[src/verilog/relay_pkg.sv]
/* Topic relay shared constants
   Message sizing, timer width, reset synchroniser depth and FSM state codes */
`default_nettype none

package relay_pkg;

    localparam int MAX_MSG_LEN     = 32;
    localparam int MSG_ADDR_W      = $clog2(MAX_MSG_LEN);
    localparam int MSG_LEN_W       = 8;
    localparam int PERIOD_W        = 32;
    localparam int RST_SYNC_STAGES = 4;
    localparam int DROP_CNT_W      = 8;

    // Publish FSM encoding
    localparam int STATE_W = 2;
    localparam logic [STATE_W-1:0] ST_IDLE   = 2'd0;
    localparam logic [STATE_W-1:0] ST_READ   = 2'd1;
    localparam logic [STATE_W-1:0] ST_STREAM = 2'd2;

endpackage

`default_nettype wire

[src/verilog/msg_buffer.sv]
/* Subscriber message buffer
   Byte store with registered read port, clamped message length and LED nibble */
`default_nettype none
`timescale 1ns/1ps

module msg_buffer (
    input  wire                             clk_int,
    input  wire                             rst_n,
    input  wire [relay_pkg::MSG_ADDR_W-1:0] sub_addr,
    input  wire                             sub_ce,
    input  wire                             sub_we,
    input  wire [7:0]                       sub_wdata,
    input  wire [relay_pkg::MSG_LEN_W-1:0]  sub_len,
    input  wire                             sub_recv,
    input  wire                             rd_en,
    input  wire [relay_pkg::MSG_ADDR_W-1:0] rd_addr,
    output logic [7:0]                      rd_data,
    output logic [relay_pkg::MSG_LEN_W-1:0] msg_len,
    output logic [3:0]                      leds
);
    import relay_pkg::*;

    logic [7:0]           mem [0:MAX_MSG_LEN-1];
    logic                 wr_en;
    logic [MSG_LEN_W-1:0] len_clamped;

    assign wr_en = sub_ce && sub_we;

    // Lengths beyond the buffer are cut to its size
    assign len_clamped = (sub_len > MSG_LEN_W'(MAX_MSG_LEN)) ? MSG_LEN_W'(MAX_MSG_LEN)
                                                              : sub_len;

    always_ff @(posedge clk_int) begin
        if (wr_en) begin
            mem[sub_addr] <= sub_wdata;
        end
    end

    always_ff @(posedge clk_int) begin
        if (rd_en) begin
            rd_data <= mem[rd_addr];
        end
    end

    always_ff @(posedge clk_int or negedge rst_n) begin
        if (!rst_n) begin
            msg_len <= '0;
        end else if (sub_recv) begin
            msg_len <= len_clamped;
        end
    end

    // LEDs mirror the low nibble of byte 0
    always_ff @(posedge clk_int or negedge rst_n) begin
        if (!rst_n) begin
            leds <= 4'h0;
        end else if (wr_en && (sub_addr == '0)) begin
            leds <= sub_wdata[3:0];
        end
    end

    assert property (@(posedge clk_int) disable iff (!rst_n)
                     sub_ce |-> !$isunknown(sub_addr))
        else $error("msg_buffer: chip enable with unknown address");

endmodule

`default_nettype wire

[src/verilog/period_timer.sv]
/* Transmit period timer
   Down-counter that pulses tick once every period cycles while enabled */
`default_nettype none
`timescale 1ns/1ps

module period_timer (
    input  wire                           clk_int,
    input  wire                           rst_n,
    input  wire                           en,
    input  wire [relay_pkg::PERIOD_W-1:0] period,
    output logic                          tick
);
    import relay_pkg::*;

    logic [PERIOD_W-1:0] count;

    always_ff @(posedge clk_int or negedge rst_n) begin
        if (!rst_n) begin
            count <= '0;
            tick  <= 1'b0;
        end else if (!en) begin
            count <= '0;
            tick  <= 1'b0;
        end else begin
            // Zero means freshly enabled or just expired
            if (count == '0) begin
                count <= period - PERIOD_W'(1);
            end else begin
                count <= count - PERIOD_W'(1);
            end
            tick <= (count == PERIOD_W'(1));
        end
    end

    // A period of 1 would never reach the tick condition
    assert property (@(posedge clk_int) disable iff (!rst_n)
                     en |-> (period >= PERIOD_W'(2)))
        else $error("period_timer: period below 2 while enabled");

endmodule

`default_nettype wire

[src/verilog/relay_fsm.sv]
/* Publish state machine
   Streams the stored message once per tick and counts ticks lost to a busy stream */
`default_nettype none
`timescale 1ns/1ps

module relay_fsm (
    input  wire                              clk_int,
    input  wire                              rst_n,
    input  wire                              tick,
    input  wire [relay_pkg::MSG_LEN_W-1:0]   msg_len,
    input  wire [7:0]                        rd_data,
    output logic                             rd_en,
    output logic [relay_pkg::MSG_ADDR_W-1:0] rd_addr,
    output logic                             pub_valid,
    output logic                             pub_last,
    output logic [7:0]                       pub_byte,
    output logic [relay_pkg::DROP_CNT_W-1:0] drop_count
);
    import relay_pkg::*;

    logic [STATE_W-1:0]    state;
    logic [MSG_ADDR_W-1:0] last_addr;
    logic                  busy;
    logic                  issue_last;

    assign busy       = (state != ST_IDLE);
    assign issue_last = (rd_addr == last_addr);

    // READ holds the first outstanding read, STREAM the cycles with bytes leaving
    always_ff @(posedge clk_int or negedge rst_n) begin
        if (!rst_n) begin
            state     <= ST_IDLE;
            rd_en     <= 1'b0;
            rd_addr   <= '0;
            last_addr <= '0;
        end else begin
            case (state)
                ST_IDLE: begin
                    if (tick && (msg_len != '0)) begin
                        last_addr <= MSG_ADDR_W'(msg_len - MSG_LEN_W'(1));
                        rd_addr   <= '0;
                        rd_en     <= 1'b1;
                        state     <= ST_READ;
                    end
                end
                ST_READ, ST_STREAM: begin
                    if (issue_last) begin
                        rd_en <= 1'b0;
                        state <= ST_IDLE;
                    end else begin
                        rd_addr <= rd_addr + MSG_ADDR_W'(1);
                        state   <= ST_STREAM;
                    end
                end
                default: begin
                    rd_en <= 1'b0;
                    state <= ST_IDLE;
                end
            endcase
        end
    end

    // Output flags trail the read request by the buffer latency
    always_ff @(posedge clk_int or negedge rst_n) begin
        if (!rst_n) begin
            pub_valid <= 1'b0;
            pub_last  <= 1'b0;
        end else begin
            pub_valid <= rd_en;
            pub_last  <= rd_en && issue_last;
        end
    end

    assign pub_byte = rd_data;

    // Saturating count of ticks that hit a running stream
    always_ff @(posedge clk_int or negedge rst_n) begin
        if (!rst_n) begin
            drop_count <= '0;
        end else if (tick && busy && (drop_count != '1)) begin
            drop_count <= drop_count + DROP_CNT_W'(1);
        end
    end

    // A stream only leaves valid through its last byte
    assert property (@(posedge clk_int) disable iff (!rst_n)
                     pub_valid && !pub_last |=> pub_valid)
        else $error("relay_fsm: stream ended before its last byte");

endmodule

`default_nettype wire

[src/verilog/relay_top.sv]
/* Topic relay top level
   Lock-based reset synchroniser feeding the message buffer, period timer and publish FSM */
`default_nettype none
`timescale 1ns/1ps

module relay_top (
    input  wire                              clk_int,
    input  wire                              rst_n,
    input  wire                              pll_locked,
    input  wire [relay_pkg::MSG_ADDR_W-1:0]  sub_addr,
    input  wire                              sub_ce,
    input  wire                              sub_we,
    input  wire [7:0]                        sub_wdata,
    input  wire [relay_pkg::MSG_LEN_W-1:0]   sub_len,
    input  wire                              sub_recv,
    input  wire [relay_pkg::PERIOD_W-1:0]    pub_period,
    input  wire                              pub_en,
    output logic                             pub_valid,
    output logic                             pub_last,
    output logic [7:0]                       pub_byte,
    output logic [3:0]                       leds,
    output logic [relay_pkg::DROP_CNT_W-1:0] drop_count
);
    import relay_pkg::*;

    logic [RST_SYNC_STAGES-1:0] lock_sync;
    logic                       rst_n_int;
    logic                       tick;
    logic                       rd_en;
    logic [MSG_ADDR_W-1:0]      rd_addr;
    logic [7:0]                 rd_data;
    logic [MSG_LEN_W-1:0]       msg_len;

    // Loss of lock drops the internal reset on the next edge
    always_ff @(posedge clk_int or negedge rst_n) begin
        if (!rst_n) begin
            lock_sync <= '0;
        end else if (!pll_locked) begin
            lock_sync <= '0;
        end else begin
            lock_sync <= {lock_sync[RST_SYNC_STAGES-2:0], 1'b1};
        end
    end

    assign rst_n_int = lock_sync[RST_SYNC_STAGES-1];

    msg_buffer msg_buffer_inst (
        .clk_int   (clk_int),
        .rst_n     (rst_n_int),
        .sub_addr  (sub_addr),
        .sub_ce    (sub_ce),
        .sub_we    (sub_we),
        .sub_wdata (sub_wdata),
        .sub_len   (sub_len),
        .sub_recv  (sub_recv),
        .rd_en     (rd_en),
        .rd_addr   (rd_addr),
        .rd_data   (rd_data),
        .msg_len   (msg_len),
        .leds      (leds)
    );

    period_timer period_timer_inst (
        .clk_int (clk_int),
        .rst_n   (rst_n_int),
        .en      (pub_en),
        .period  (pub_period),
        .tick    (tick)
    );

    relay_fsm relay_fsm_inst (
        .clk_int    (clk_int),
        .rst_n      (rst_n_int),
        .tick       (tick),
        .msg_len    (msg_len),
        .rd_data    (rd_data),
        .rd_en      (rd_en),
        .rd_addr    (rd_addr),
        .pub_valid  (pub_valid),
        .pub_last   (pub_last),
        .pub_byte   (pub_byte),
        .drop_count (drop_count)
    );

    // Release needs lock held across the whole synchroniser depth
    assert property (@(posedge clk_int) disable iff (!rst_n)
                     $rose(rst_n_int) |-> $past(pll_locked, 1)
                                          && $past(pll_locked, RST_SYNC_STAGES))
        else $error("relay_top: internal reset released without stable lock");

endmodule

`default_nettype wire
[config.mk]
export PLATFORM = sky130hd
export DESIGN_NAME = relay_top
export DESIGN_NICKNAME = d
export VERILOG_FILES = /design/src/verilog/relay_pkg.sv /design/src/verilog/msg_buffer.sv /design/src/verilog/period_timer.sv /design/src/verilog/relay_fsm.sv /design/src/verilog/relay_top.sv
export SDC_FILE = /design/constraint.sdc
export NUM_CORES = 1
export LEC_CHECK = 0
export BUFFER_PORTS_ARGS = -buffer_cell sky130_fd_sc_hd__buf_2
export CORE_MARGIN = 5
export CORE_UTILIZATION = 45
export CTS_BUF_LIST = sky130_fd_sc_hd__clkbuf_2 sky130_fd_sc_hd__clkbuf_4 sky130_fd_sc_hd__clkbuf_8
export CTS_CLUSTER_SIZE = 16
export DETAILED_ROUTE_END_ITERATION = 8
export GPL_TIMING_DRIVEN = 0
export PLACE_DENSITY = 0.74
export SLEW_MARGIN = 10
export SYNTH_ARGS = -nofsm -noshare
export SYNTH_HDL_FRONTEND = slang
export SYNTH_SLANG_ARGS = --single-unit
[constraint.sdc]
create_clock -name clk_int -period 2.3 [get_ports clk_int]
set_clock_uncertainty 0.1 [all_clocks]
set_input_delay 0.23 -clock clk_int [delete_from_list [all_inputs] [get_ports clk_int]]
set_output_delay 0.23 -clock clk_int [all_outputs]
set_load 0.005 [all_outputs]
Word-level counts from Yosys, hierarchy flattened
Memories as Yosys holds them, arrays and structs flattened. A register that Yosys moved wholly into a read port is not among the register bits.
Index checks and enable logic that the tools add are counted.
- muxes and demuxes: 16
- $add $sub $neg: 5
- magnitude comparators: 1
- eq/ne operators: 8
- reduce and logical (&&, ||, !) cells: 16
- operator list (kind ; count):
    $mux W32 ; 2
    $sub A32 B1 Y32 const B ; 2
    $eq A32 B1 Y1 const B ; 1
    $logic_not A32 Y1 ; 1
    $mux W5 ; 2
    $pmux W5 S2 ; 1
    $add A8 B1 Y8 const B ; 1
    $gt A8 B6 Y1 const B ; 1
    $mux W8 ; 1
    $ne A8 B8 Y1 const B ; 1
    $reduce_bool A8 Y1 ; 1
    $logic_and A1 B1 Y1 ; 6
    $add A5 B1 Y5 const B ; 1
    $eq A5 B5 Y1 ; 1
    $logic_not A5 Y1 ; 1
    $mux W1 ; 5
    $sub A5 B1 Y5 const B ; 1
    $mux W2 ; 2
    $mux W4 ; 1
    $ne A2 B1 Y1 const B ; 2
    $pmux W2 S2 ; 1
    $reduce_and A2 Y1 ; 2
    $reduce_bool A2 Y1 ; 2
    $reduce_and A3 Y1 ; 1
    other kinds (6) ; 6
- word-level logic and storage cells: 59
- register bits after elaboration: 72
- memories: 1
- bits in writable memories: 256
- output and inout bits: 22
- input bits: 60
- memory list (memory ; depth ; width ; read ports ; clocked after Yosys merged registers in ; wr ports ; RTL line ; text):
    msg_buffer_inst.mem ; 32 ; 8 ; 1 ; 1 ; 1 ; msg_buffer.sv:23 ; logic [7:0] mem [0:MAX_MSG_LEN-1];

Longest topological paths before layout
Gate-level depths: netlist (run 1).
- depth in word-level cells: 4
- mapped depth: 8
- depth with buffers taken out: 7

By module
A second synthesis (run 1) with hierarchy kept.
- cells, all modules: 879
- area, all modules: 14581.5 um2
- by module, submodules not included (module ; times used ; area an instance (um2) ; cells an instance ; seq. area each (um2)):
    msg_buffer ; 1 ; 10622.7 ; 458 ; 8227.9
    period_timer ; 1 ; 2568.7 ; 285 ; 825.8
    relay_fsm ; 1 ; 1271.2 ; 129 ; 575.6
    relay_top ; 1 ; 118.9 ; 7 ; 100.1

Worst setup path after synthesis (run 1)
No wires, ideal clock.
- path type: register to register
- start: reg relay_fsm_inst.rd_addr[0] (netlist name)
- end: reg msg_buffer_inst.rd_data[0], read port of msg_buffer_inst.mem, data pin
- path slack: -0.004 ns
- stages on the path, launching flop included: 7
- period minus slack after synthesis: 2.304 ns
- library setup time: 0.282 ns
- path buffers: 2
- required time: 1.918 ns
- arrival: 1.921 ns
- path through: dfrtp_1 clkbuf_1 buf_2 mux4_2 mux4_2 nor2_1 a221oi_1
- RTL lines (element ; RTL line ; text):
    start: declaration ; relay_fsm.sv:13 ; output logic [relay_pkg::MSG_ADDR_W-1:0] rd_addr,
    start signal: assignment ; relay_fsm.sv:51 ; rd_addr <= rd_addr + MSG_ADDR_W'(1);
    end: declaration ; msg_buffer.sv:17 ; output logic [7:0] rd_data,

==> results.py, run 1 <==
metrics = {
    "outcome": {
        "status": "complete, but fails checks",
        "violations": "negative setup slack",
    },
    "critical_path": {
        "cp-end-kind": "flip-flop",
        "cp.required_ns": 2.50,
        "rr_worst_depth": 6,
        "ff2ff_setup_slack_ns": -0.02,
        "reg2reg_to": "msg_buffer_inst.rd_data[0]$_DFFE_PP_",
        "path_max_fanout": 10,
        "worstPathArrival_ns": 2.52,
        "path_class": "reg2reg",
        "r2r-start": "relay_fsm_inst.rd_addr[0]$_DFFE_PN0P_",
        "cp-start-kind": "flip-flop",
    },
    "sta": {
        "finalCritPeriodShare_pct": 101,
        "final-setup-viol-count": 4,
        "tns_ns": -0.0763,
        "fmax_mhz": 430,
        "fin_crit_ns": 2.32,
        "hold_viol_final": 0,
        "worst_pin_slew_ns": 0.843,
        "setup_ws_ns": -0.0240,
        "rsz0062_at_grt": "true",
        "report.final.slew_viol_count": 0,
        "max-slew-margin-rel_pct": 43.6,
    },
    "synth": {
        "synthArstFlopShare_pct": 21.4,
        "synthTopCellsByArea": "edfxtp_1, dfrtp_1, mux4_2",
        "ys_seq_area_share_pct": 67.0,
        "syn_area_per_cell_um2": 16.3,
        "syn_area_um2": 14500,
        "synth_commonest_cells": "edfxtp_1, dfrtp_1, mux4_2, nor2_1, xnor2_1",
        "synth_area_leader_cell": "edfxtp_1",
        "synth_cells": 889,
        "netlist.area_leader.share_pct": 54.6,
        "post-synth-top-count-cell": "edfxtp_1",
        "ys_warn_count": 0,
        "ys.flop_type": "edfxtp_1",
        "synth-edff-count": 264,
        "ys_types": 68,
        "ys_ff_latch": 336,
        "syn_nets": 959,
    },
    "route": {
        "via_count": 8790,
        "drc": 0,
        "wl_per_cell_um": 21.1,
        "wl_mm": 32.4,
        "viasPerCell": 5.72,
        "first_pass_iters": 5,
        "drt_iter0_drc": 744,
        "final_antenna_net_count": 0,
    },
    "floorplan": {
        "die_x_um": 190,
        "fp.dieH_um": 190,
        "rows": 65,
        "dieArea_um2": 36000,
        "num_io_pins": 82,
        "core_um2": 31700,
        "initial_core_util_pct": 45.8,
    },
    "clock_network": {
        "clock_path_buffers": 3,
        "cts_tree": "yes",
        "root_buffer": "clkbuf_8",
        "clk_pin_slew_ns": 0.06,
        "cts_buffers": 53,
        "clk_latency_ns": 0.59,
        "cts_sinks": 336,
        "htreeDepth": 2,
    },
    "place": {
        "post-dp-hpwl_mm": 20.3,
        "routabilityCongestion": 0.845,
        "pre_cts_slack_ns": -0.785,
        "io_buffers": 80,
    },
    "pwr": {
        "switching_share_pct": 30.9,
        "p_leak_nw": 6.16,
        "p_switching_mw": 5.36,
        "p_per_area_nw_per_um2": 989,
        "ir_drop_uv": 510,
        "p_int_mw": 12.0,
        "pwr-share-clk_pct": 27.9,
        "power_frac_seq_pct": 42.2,
        "pwr-share-comb_pct": 29.9,
    },
    "cells_and_area": {
        "area_growth_pct": 21.0,
        "fin_nets": 1165,
        "fillers": 2437,
        "drive_above_1_share_pct": 31.7,
    },
    "flow_run": {
        "drv_cap": 0,
    },
    "global_routing": {
        "grt_pass1_vias": 8991,
        "grt_max_degree": 64,
        "use_met3_pct": 3.06,
        "met1_usage_pct": 22.6,
        "use_met2_pct": 31.3,
        "grt_pass1_wl_mm": 50.0,
        "antenna_found_initial": 0,
        "grt.busiest_layer": "met2",
        "grt_overflow": 0,
        "grt_usage_pct": 17.8,
    },
    "hold_path": {
        "hp-class": "reg2async",
    },
}
==> worst max-delay path, cell delays in order, from the launching register on <==
cell	delay, ns
dfrtp_2	0.38
buf_12	0.15
buf_12	0.15
mux4_2	0.54
mux4_2	0.51
nor2_2	0.15
a221oi_2	0.06
==> area by class of cell <==
type                    count  area [um2]  share of cell area, %
repair buffers            158        1170                   6.68
flip-flops and latches    336        9740                   55.4
clock inverters            24         161                  0.919
plain buffers              37         285                   1.62
multi-input cells         487        4760                   27.1
clock buffers              70         857                   4.88
well taps                 402         503                   2.86
diodes                      1        2.50                 0.0142
inverters                  22        82.6                  0.470
==> state kept, by name, summed over array words and instances (netlist names) <==
name and count:
lock_sync 4, msg_buffer_inst.leds 4, msg_buffer_inst.mem 256, msg_buffer_inst.msg_len 8, msg_buffer_inst.rd_data 8, period_timer_inst.count 32
period_timer_inst.tick 1, relay_fsm_inst.drop_count 8, relay_fsm_inst.last_addr 5, relay_fsm_inst.pub_last 1, relay_fsm_inst.pub_valid 1, relay_fsm_inst.rd_addr 5
relay_fsm_inst.rd_en 1, relay_fsm_inst.state 2
==> cells in the final DEF (no fill, tap or decap), drive strengths merged, types with 17 or more instances in the layout <==
| cell type | n |
|---|---|
| edfxtp | 264 |
| buf | 121 |
| clkbuf | 90 |
| mux4 | 72 |
| dfrtp | 72 |
| nor2 | 63 |
| dlygate4sd3 | 54 |
| xnor2 | 39 |
| nor3 | 33 |
| nand2 | 30 |
| nor4 | 24 |
| inv | 23 |
| clkinv | 21 |
| mux2i | 18 |
| xor2 | 17 |
==> how the worst max path moves through the flow <==
stage	depth (start not counted)	slack, ns	startpoint	endpoint
floorplan	6	0.03	relay_fsm_inst.rd_addr[0]$_DFFE_PN0P_	msg_buffer_inst.rd_data[6]$_DFFE_PP_
global placement	0	-0.72	lock_sync[3]$_DFF_PN0_	relay_fsm_inst.drop_count[6]$_DFFE_PN0P_
detailed placement	6	-0.79	relay_fsm_inst.rd_addr[1]$_DFFE_PN0P_	msg_buffer_inst.rd_data[1]$_DFFE_PP_
CTS	6	-0.02	relay_fsm_inst.rd_addr[0]$_DFFE_PN0P_	msg_buffer_inst.rd_data[0]$_DFFE_PP_
global route	8	-0.08	msg_buffer_inst.msg_len[1]$_DFFE_PN0P_	relay_fsm_inst.rd_addr[2]$_DFFE_PN0P_
finish	6	-0.02	relay_fsm_inst.rd_addr[0]$_DFFE_PN0P_	msg_buffer_inst.rd_data[0]$_DFFE_PP_
==> through the flow <==
step	util (%)	instance area, um2	hold WS, ns	instances	power, mW
after detailed placement	48.7	15500	-0.0608	1372	11.6
after CTS	54.7	17400	0.00443	1531	17.2
after global placement	48.6	15400	-0.0659	1371	11.5
final	55.4	17600	0.0309	1537	17.4
after global routing	55.4	17600	0.0399	1536	18.2
after floorplan	-	14500	-0.166	889	10.4
==> metal layers <==
layer  vias up  routed length, um
met5         -                  0
met4         0                936
met3        77               1910
met2       324              17100
met1      4449              12400
li1       3940                  -
==> power by group through the flow <==
stage	registers, mW	clock network [mW]	logic (mW)
after CTS	7.30	4.96	4.91
after global routing	7.37	5.25	5.58
after detailed placement	7.36	0	4.22
after floorplan	7.30	0	3.09
final	7.33	4.85	5.19
after global placement	7.35	0	4.10
==> logic make-up (layout without fill, tap and decap cells) <==
family	Yosys count	count (layout)	synth area share [%]
DFF	336	336	67.0
other	0	1	0
buffers and inverters	66	311	2.02
muxes	97	97	13.0
xor gates and xnor gates	56	56	3.38
and+or+nand+nor	230	230	9.08
adders and majority gates	10	10	0.862
AOI/OAI and AO/OA	94	94	4.69
==> what timing repair did <==
item                                    in CTS  in global routing
endpoints found under the setup margin      47                 42
cloned                                       1                  0
resized for setup                           59                 44
endpoints found under the hold margin       45                  0
pin swaps                                    6                  6
buffers inserted                            14                  8
hold buffers                                54                  0
No activity file was read; power rests on OpenSTA's default activity.
==> run 2, diff against run 1 <==
--- a/config.mk
+++ b/config.mk
@@ -5,14 +5,16 @@
 export SDC_FILE = /design/constraint.sdc
 export NUM_CORES = 1
 export LEC_CHECK = 0
+export ABC_AREA = 1
 export BUFFER_PORTS_ARGS = -buffer_cell sky130_fd_sc_hd__buf_2
 export CORE_MARGIN = 5
-export CORE_UTILIZATION = 45
+export CORE_UTILIZATION = 57
 export CTS_BUF_LIST = sky130_fd_sc_hd__clkbuf_2 sky130_fd_sc_hd__clkbuf_4 sky130_fd_sc_hd__clkbuf_8
+export CTS_CLUSTER_DIAMETER = 60
 export CTS_CLUSTER_SIZE = 16
 export DETAILED_ROUTE_END_ITERATION = 8
 export GPL_TIMING_DRIVEN = 0
-export PLACE_DENSITY = 0.74
+export PLACE_DENSITY = 0.88
 export SLEW_MARGIN = 10
 export SYNTH_ARGS = -nofsm -noshare
 export SYNTH_HDL_FRONTEND = slang
==> run 2 against run 1 <==
Compared with the run above:
- the run now ends clean
- via count rose by 37%
- first-iteration DRC count rose by 110%
- combinational power fell by 16%
- largest power group unchanged
- sequential share of layout area rose by 0.32 points
==> results.py, run 2 <==
metrics = {
    "clock_network": {
        "cts_tree": "yes",
        "cts_buffers": 26,
        "postCtsSetupBuffers": 0,
        "clk_latency_ns": 0.58,
        "cts_sinks": 336,
        "clk_pin_slew_ns": 0.10,
        "clock_path_buffers": 3,
        "root_buffer": "clkbuf_8",
        "htreeDepth": 1,
    },
    "synth": {
        "synth_area_leader_cell": "edfxtp_1",
        "syn_area_um2": 15600,
        "post-synth-top-count-cell": "nor2_1",
        "syn_area_per_cell_um2": 9.84,
        "ys.flop_type": "edfxtp_1",
        "netlist.area_leader.share_pct": 50.9,
        "synth_commonest_cells": "nor2_1, nand2_1, edfxtp_1, o21ai_0, nand3_1",
        "ys_warn_count": 0,
        "syn_nets": 1653,
        "synth-edff-count": 264,
        "synthTopCellsByArea": "edfxtp_1, dfrtp_1, nor2_1",
        "ys_types": 38,
        "ys_ff_latch": 336,
        "ys_seq_area_share_pct": 62.5,
        "synth_cells": 1583,
        "synthArstFlopShare_pct": 21.4,
    },
    "sta": {
        "worst_pin_slew_ns": 1.09,
        "setup_ws_ns": 0.0707,
        "fmax_mhz": 449,
        "fin_crit_ns": 2.23,
        "report.final.slew_viol_count": 0,
        "final-setup-viol-count": 0,
        "whs_ns": 0.0209,
        "rsz0062_at_grt": "true",
        "finalCritPeriodShare_pct": 96.9,
        "hold_viol_final": 0,
        "max-slew-margin-rel_pct": 27.2,
    },
    "route": {
        "drc": 0,
        "first_pass_iters": 6,
        "drt_iter0_drc": 1566,
        "wl_per_cell_um": 19.0,
        "final_antenna_net_count": 0,
        "via_count": 12084,
        "wl_mm": 39.6,
        "viasPerCell": 5.79,
    },
    "cells_and_area": {
        "antenna_cells": 0,
        "final_common_cell": "nor2_1",
        "stdcell_count": 2087,
        "design_area_um2": 17500,
        "largest_register_ffs": 256,
        "fin_util_pct": 64.8,
        "biggestRegsByFlops": "msg_buffer_inst.mem x256, period_timer_inst.count x32",
        "final_cell_mix": "nor2_1, nand2_1, edfxtp_1",
        "drive_above_1_share_pct": 11.5,
        "fin_nets": 1806,
        "regMostFlops": "msg_buffer_inst.mem",
        "area_growth_pct": 12.1,
    },
    "critical_path": {
        "cp-end-kind": "flip-flop",
        "path_max_fanout": 10,
        "worstPathArrival_ns": 2.50,
        "cp.required_ns": 2.58,
        "cp-start-kind": "flip-flop",
        "path_class": "reg2reg",
    },
    "pwr": {
        "ir_drop_uv": 405,
        "p_leak_nw": 6.97,
        "p_per_area_nw_per_um2": 855,
    },
    "global_routing": {
        "grt_pass1_vias": 12131,
        "grt_max_degree": 64,
        "grt_usage_pct": 25.6,
        "antenna_found_initial": 2,
        "grt_pass1_wl_mm": 62.6,
        "grt_overflow": 0,
    },
    "place": {
        "dpl_cell_area_um2": 16400,
        "post-dp-hpwl_mm": 27.2,
        "post-place-cells": 2006,
        "io_buffers": 81,
        "routabilityCongestion": 0.928,
        "pre_cts_slack_ns": -0.0743,
    },
    "hold_path": {
        "hp-class": "in2reg",
    },
    "floorplan": {
        "initial_core_util_pct": 57.8,
        "dieArea_um2": 30700,
        "rows": 60,
        "die_x_um": 175,
        "core_um2": 27000,
        "fp.dieH_um": 175,
        "num_io_pins": 82,
    },
    "flow_run": {
        "drv_cap": 0,
    },
    "outcome": {
        "status": "complete, no violations",
    },
}
[run 2: cell types whose count changed after synthesis, moves of 17 or more]
cell / before / now
nand2_1: 30 / 322
nor2_1: 63 / 326
o21ai_0: 11 / 121
nand3_1: 13 / 99
inv_1: 21 / 95
mux4_2: 72 / 0
o211ai_1: 1 / 32
xnor2_1: 39 / 13
nor3_1: 31 / 6
a21oi_1: 10 / 32
mux2i_1: 18 / 0
xor2_1: 17 / 34
[run 2: stage by stage]
stage,power (mW),setup TNS (ns)
after floorplan,10.2,0
after global placement,11.3,-45.72
after CTS,14.8,0
after global routing,15.7,-0.0297
after detailed placement,11.5,-0.460
final,14.9,0
[run 2: power breakdown]
group | leakage, nW | switching [mW] | internal (mW)
combinational | 3.36 | 2.97 | 1.41
sequential | 3.34 | 0.265 | 6.94
clock | 0.266 | 1.92 | 1.43
[run 2: timing repair]
item,4_1_cts,5_1_grt
resized for setup,5,15
hold buffers,43,0
setup endpoints to repair,8,8
endpoints found under the hold margin,43,0
[run 2: final cells by class]
type	count	area, um2
repair buffers	125	863
fillers	1967	9490
plain buffers	56	297
flip-flops and latches	336	9730
clock inverters	6	101
multi-input cells	1088	5240
inverters	103	387
well taps	341	427
clock buffers	32	415
[run 2: cells by family (layout without fill, tap and decap cells)]
family / after synthesis / in the layout / share of synthesized area (%)
adder cells (fa/ha/maj): 10 / 10 / 0.803
flip-flops: 336 / 336 / 62.5
AND/OR/NAND/NOR: 809 / 809 / 21.9
AO/OA/AOI/OAI: 222 / 222 / 7.93
buffers and inverters: 159 / 322 / 4.30
XOR/XNOR: 47 / 47 / 2.64
[run 2: per-layer routing]
| metal | global-route usage (%) | part of all wire, % | routed length [um] |
|---|---|---|---|
| met3 | 4.95 | 9.5 | 3780 |
| met4 | 9.30 | 3.9 | 1540 |
| met5 | 0 | 0.053 | 21 |
| met2 | 44.1 | 49 | 19400 |
| met1 | 32.4 | 37 | 14900 |
[run 2: worst paths after layout]
check	from	to	slack, ns	cells after the start
setup / recovery	relay_fsm_inst.rd_addr[1]$_DFFE_PN0P_	msg_buffer_inst.rd_data[6]$_DFFE_PP_	0.07	10
hold / removal	pub_period[1]	period_timer_inst.count[1]$_DFF_PN0_	0.02	6
setup reg to reg	relay_fsm_inst.rd_addr[1]$_DFFE_PN0P_	msg_buffer_inst.rd_data[6]$_DFFE_PP_	0.07	10
hold reg to reg	lock_sync[3]$_DFF_PN0_	period_timer_inst.count[5]$_DFF_PN0_	0.04	0
max in group asynchronous	rst_n	lock_sync[3]$_DFF_PN0_	1.48	3
min in group asynchronous	lock_sync[3]$_DFF_PN0_	period_timer_inst.count[5]$_DFF_PN0_	0.04	0
[run 2: worst max-delay path, stage by stage (launching register included)]
cell,delay [ns]
dfrtp_1,0.39
clkbuf_4,0.22
inv_1,0.22
clkbuf_2,0.29
nand3_1,0.10
nand3_1,0.10
nand2_1,0.06
a21oi_1,0.27
nand2_1,0.10
nand2_1,0.11
inv_1,0.07
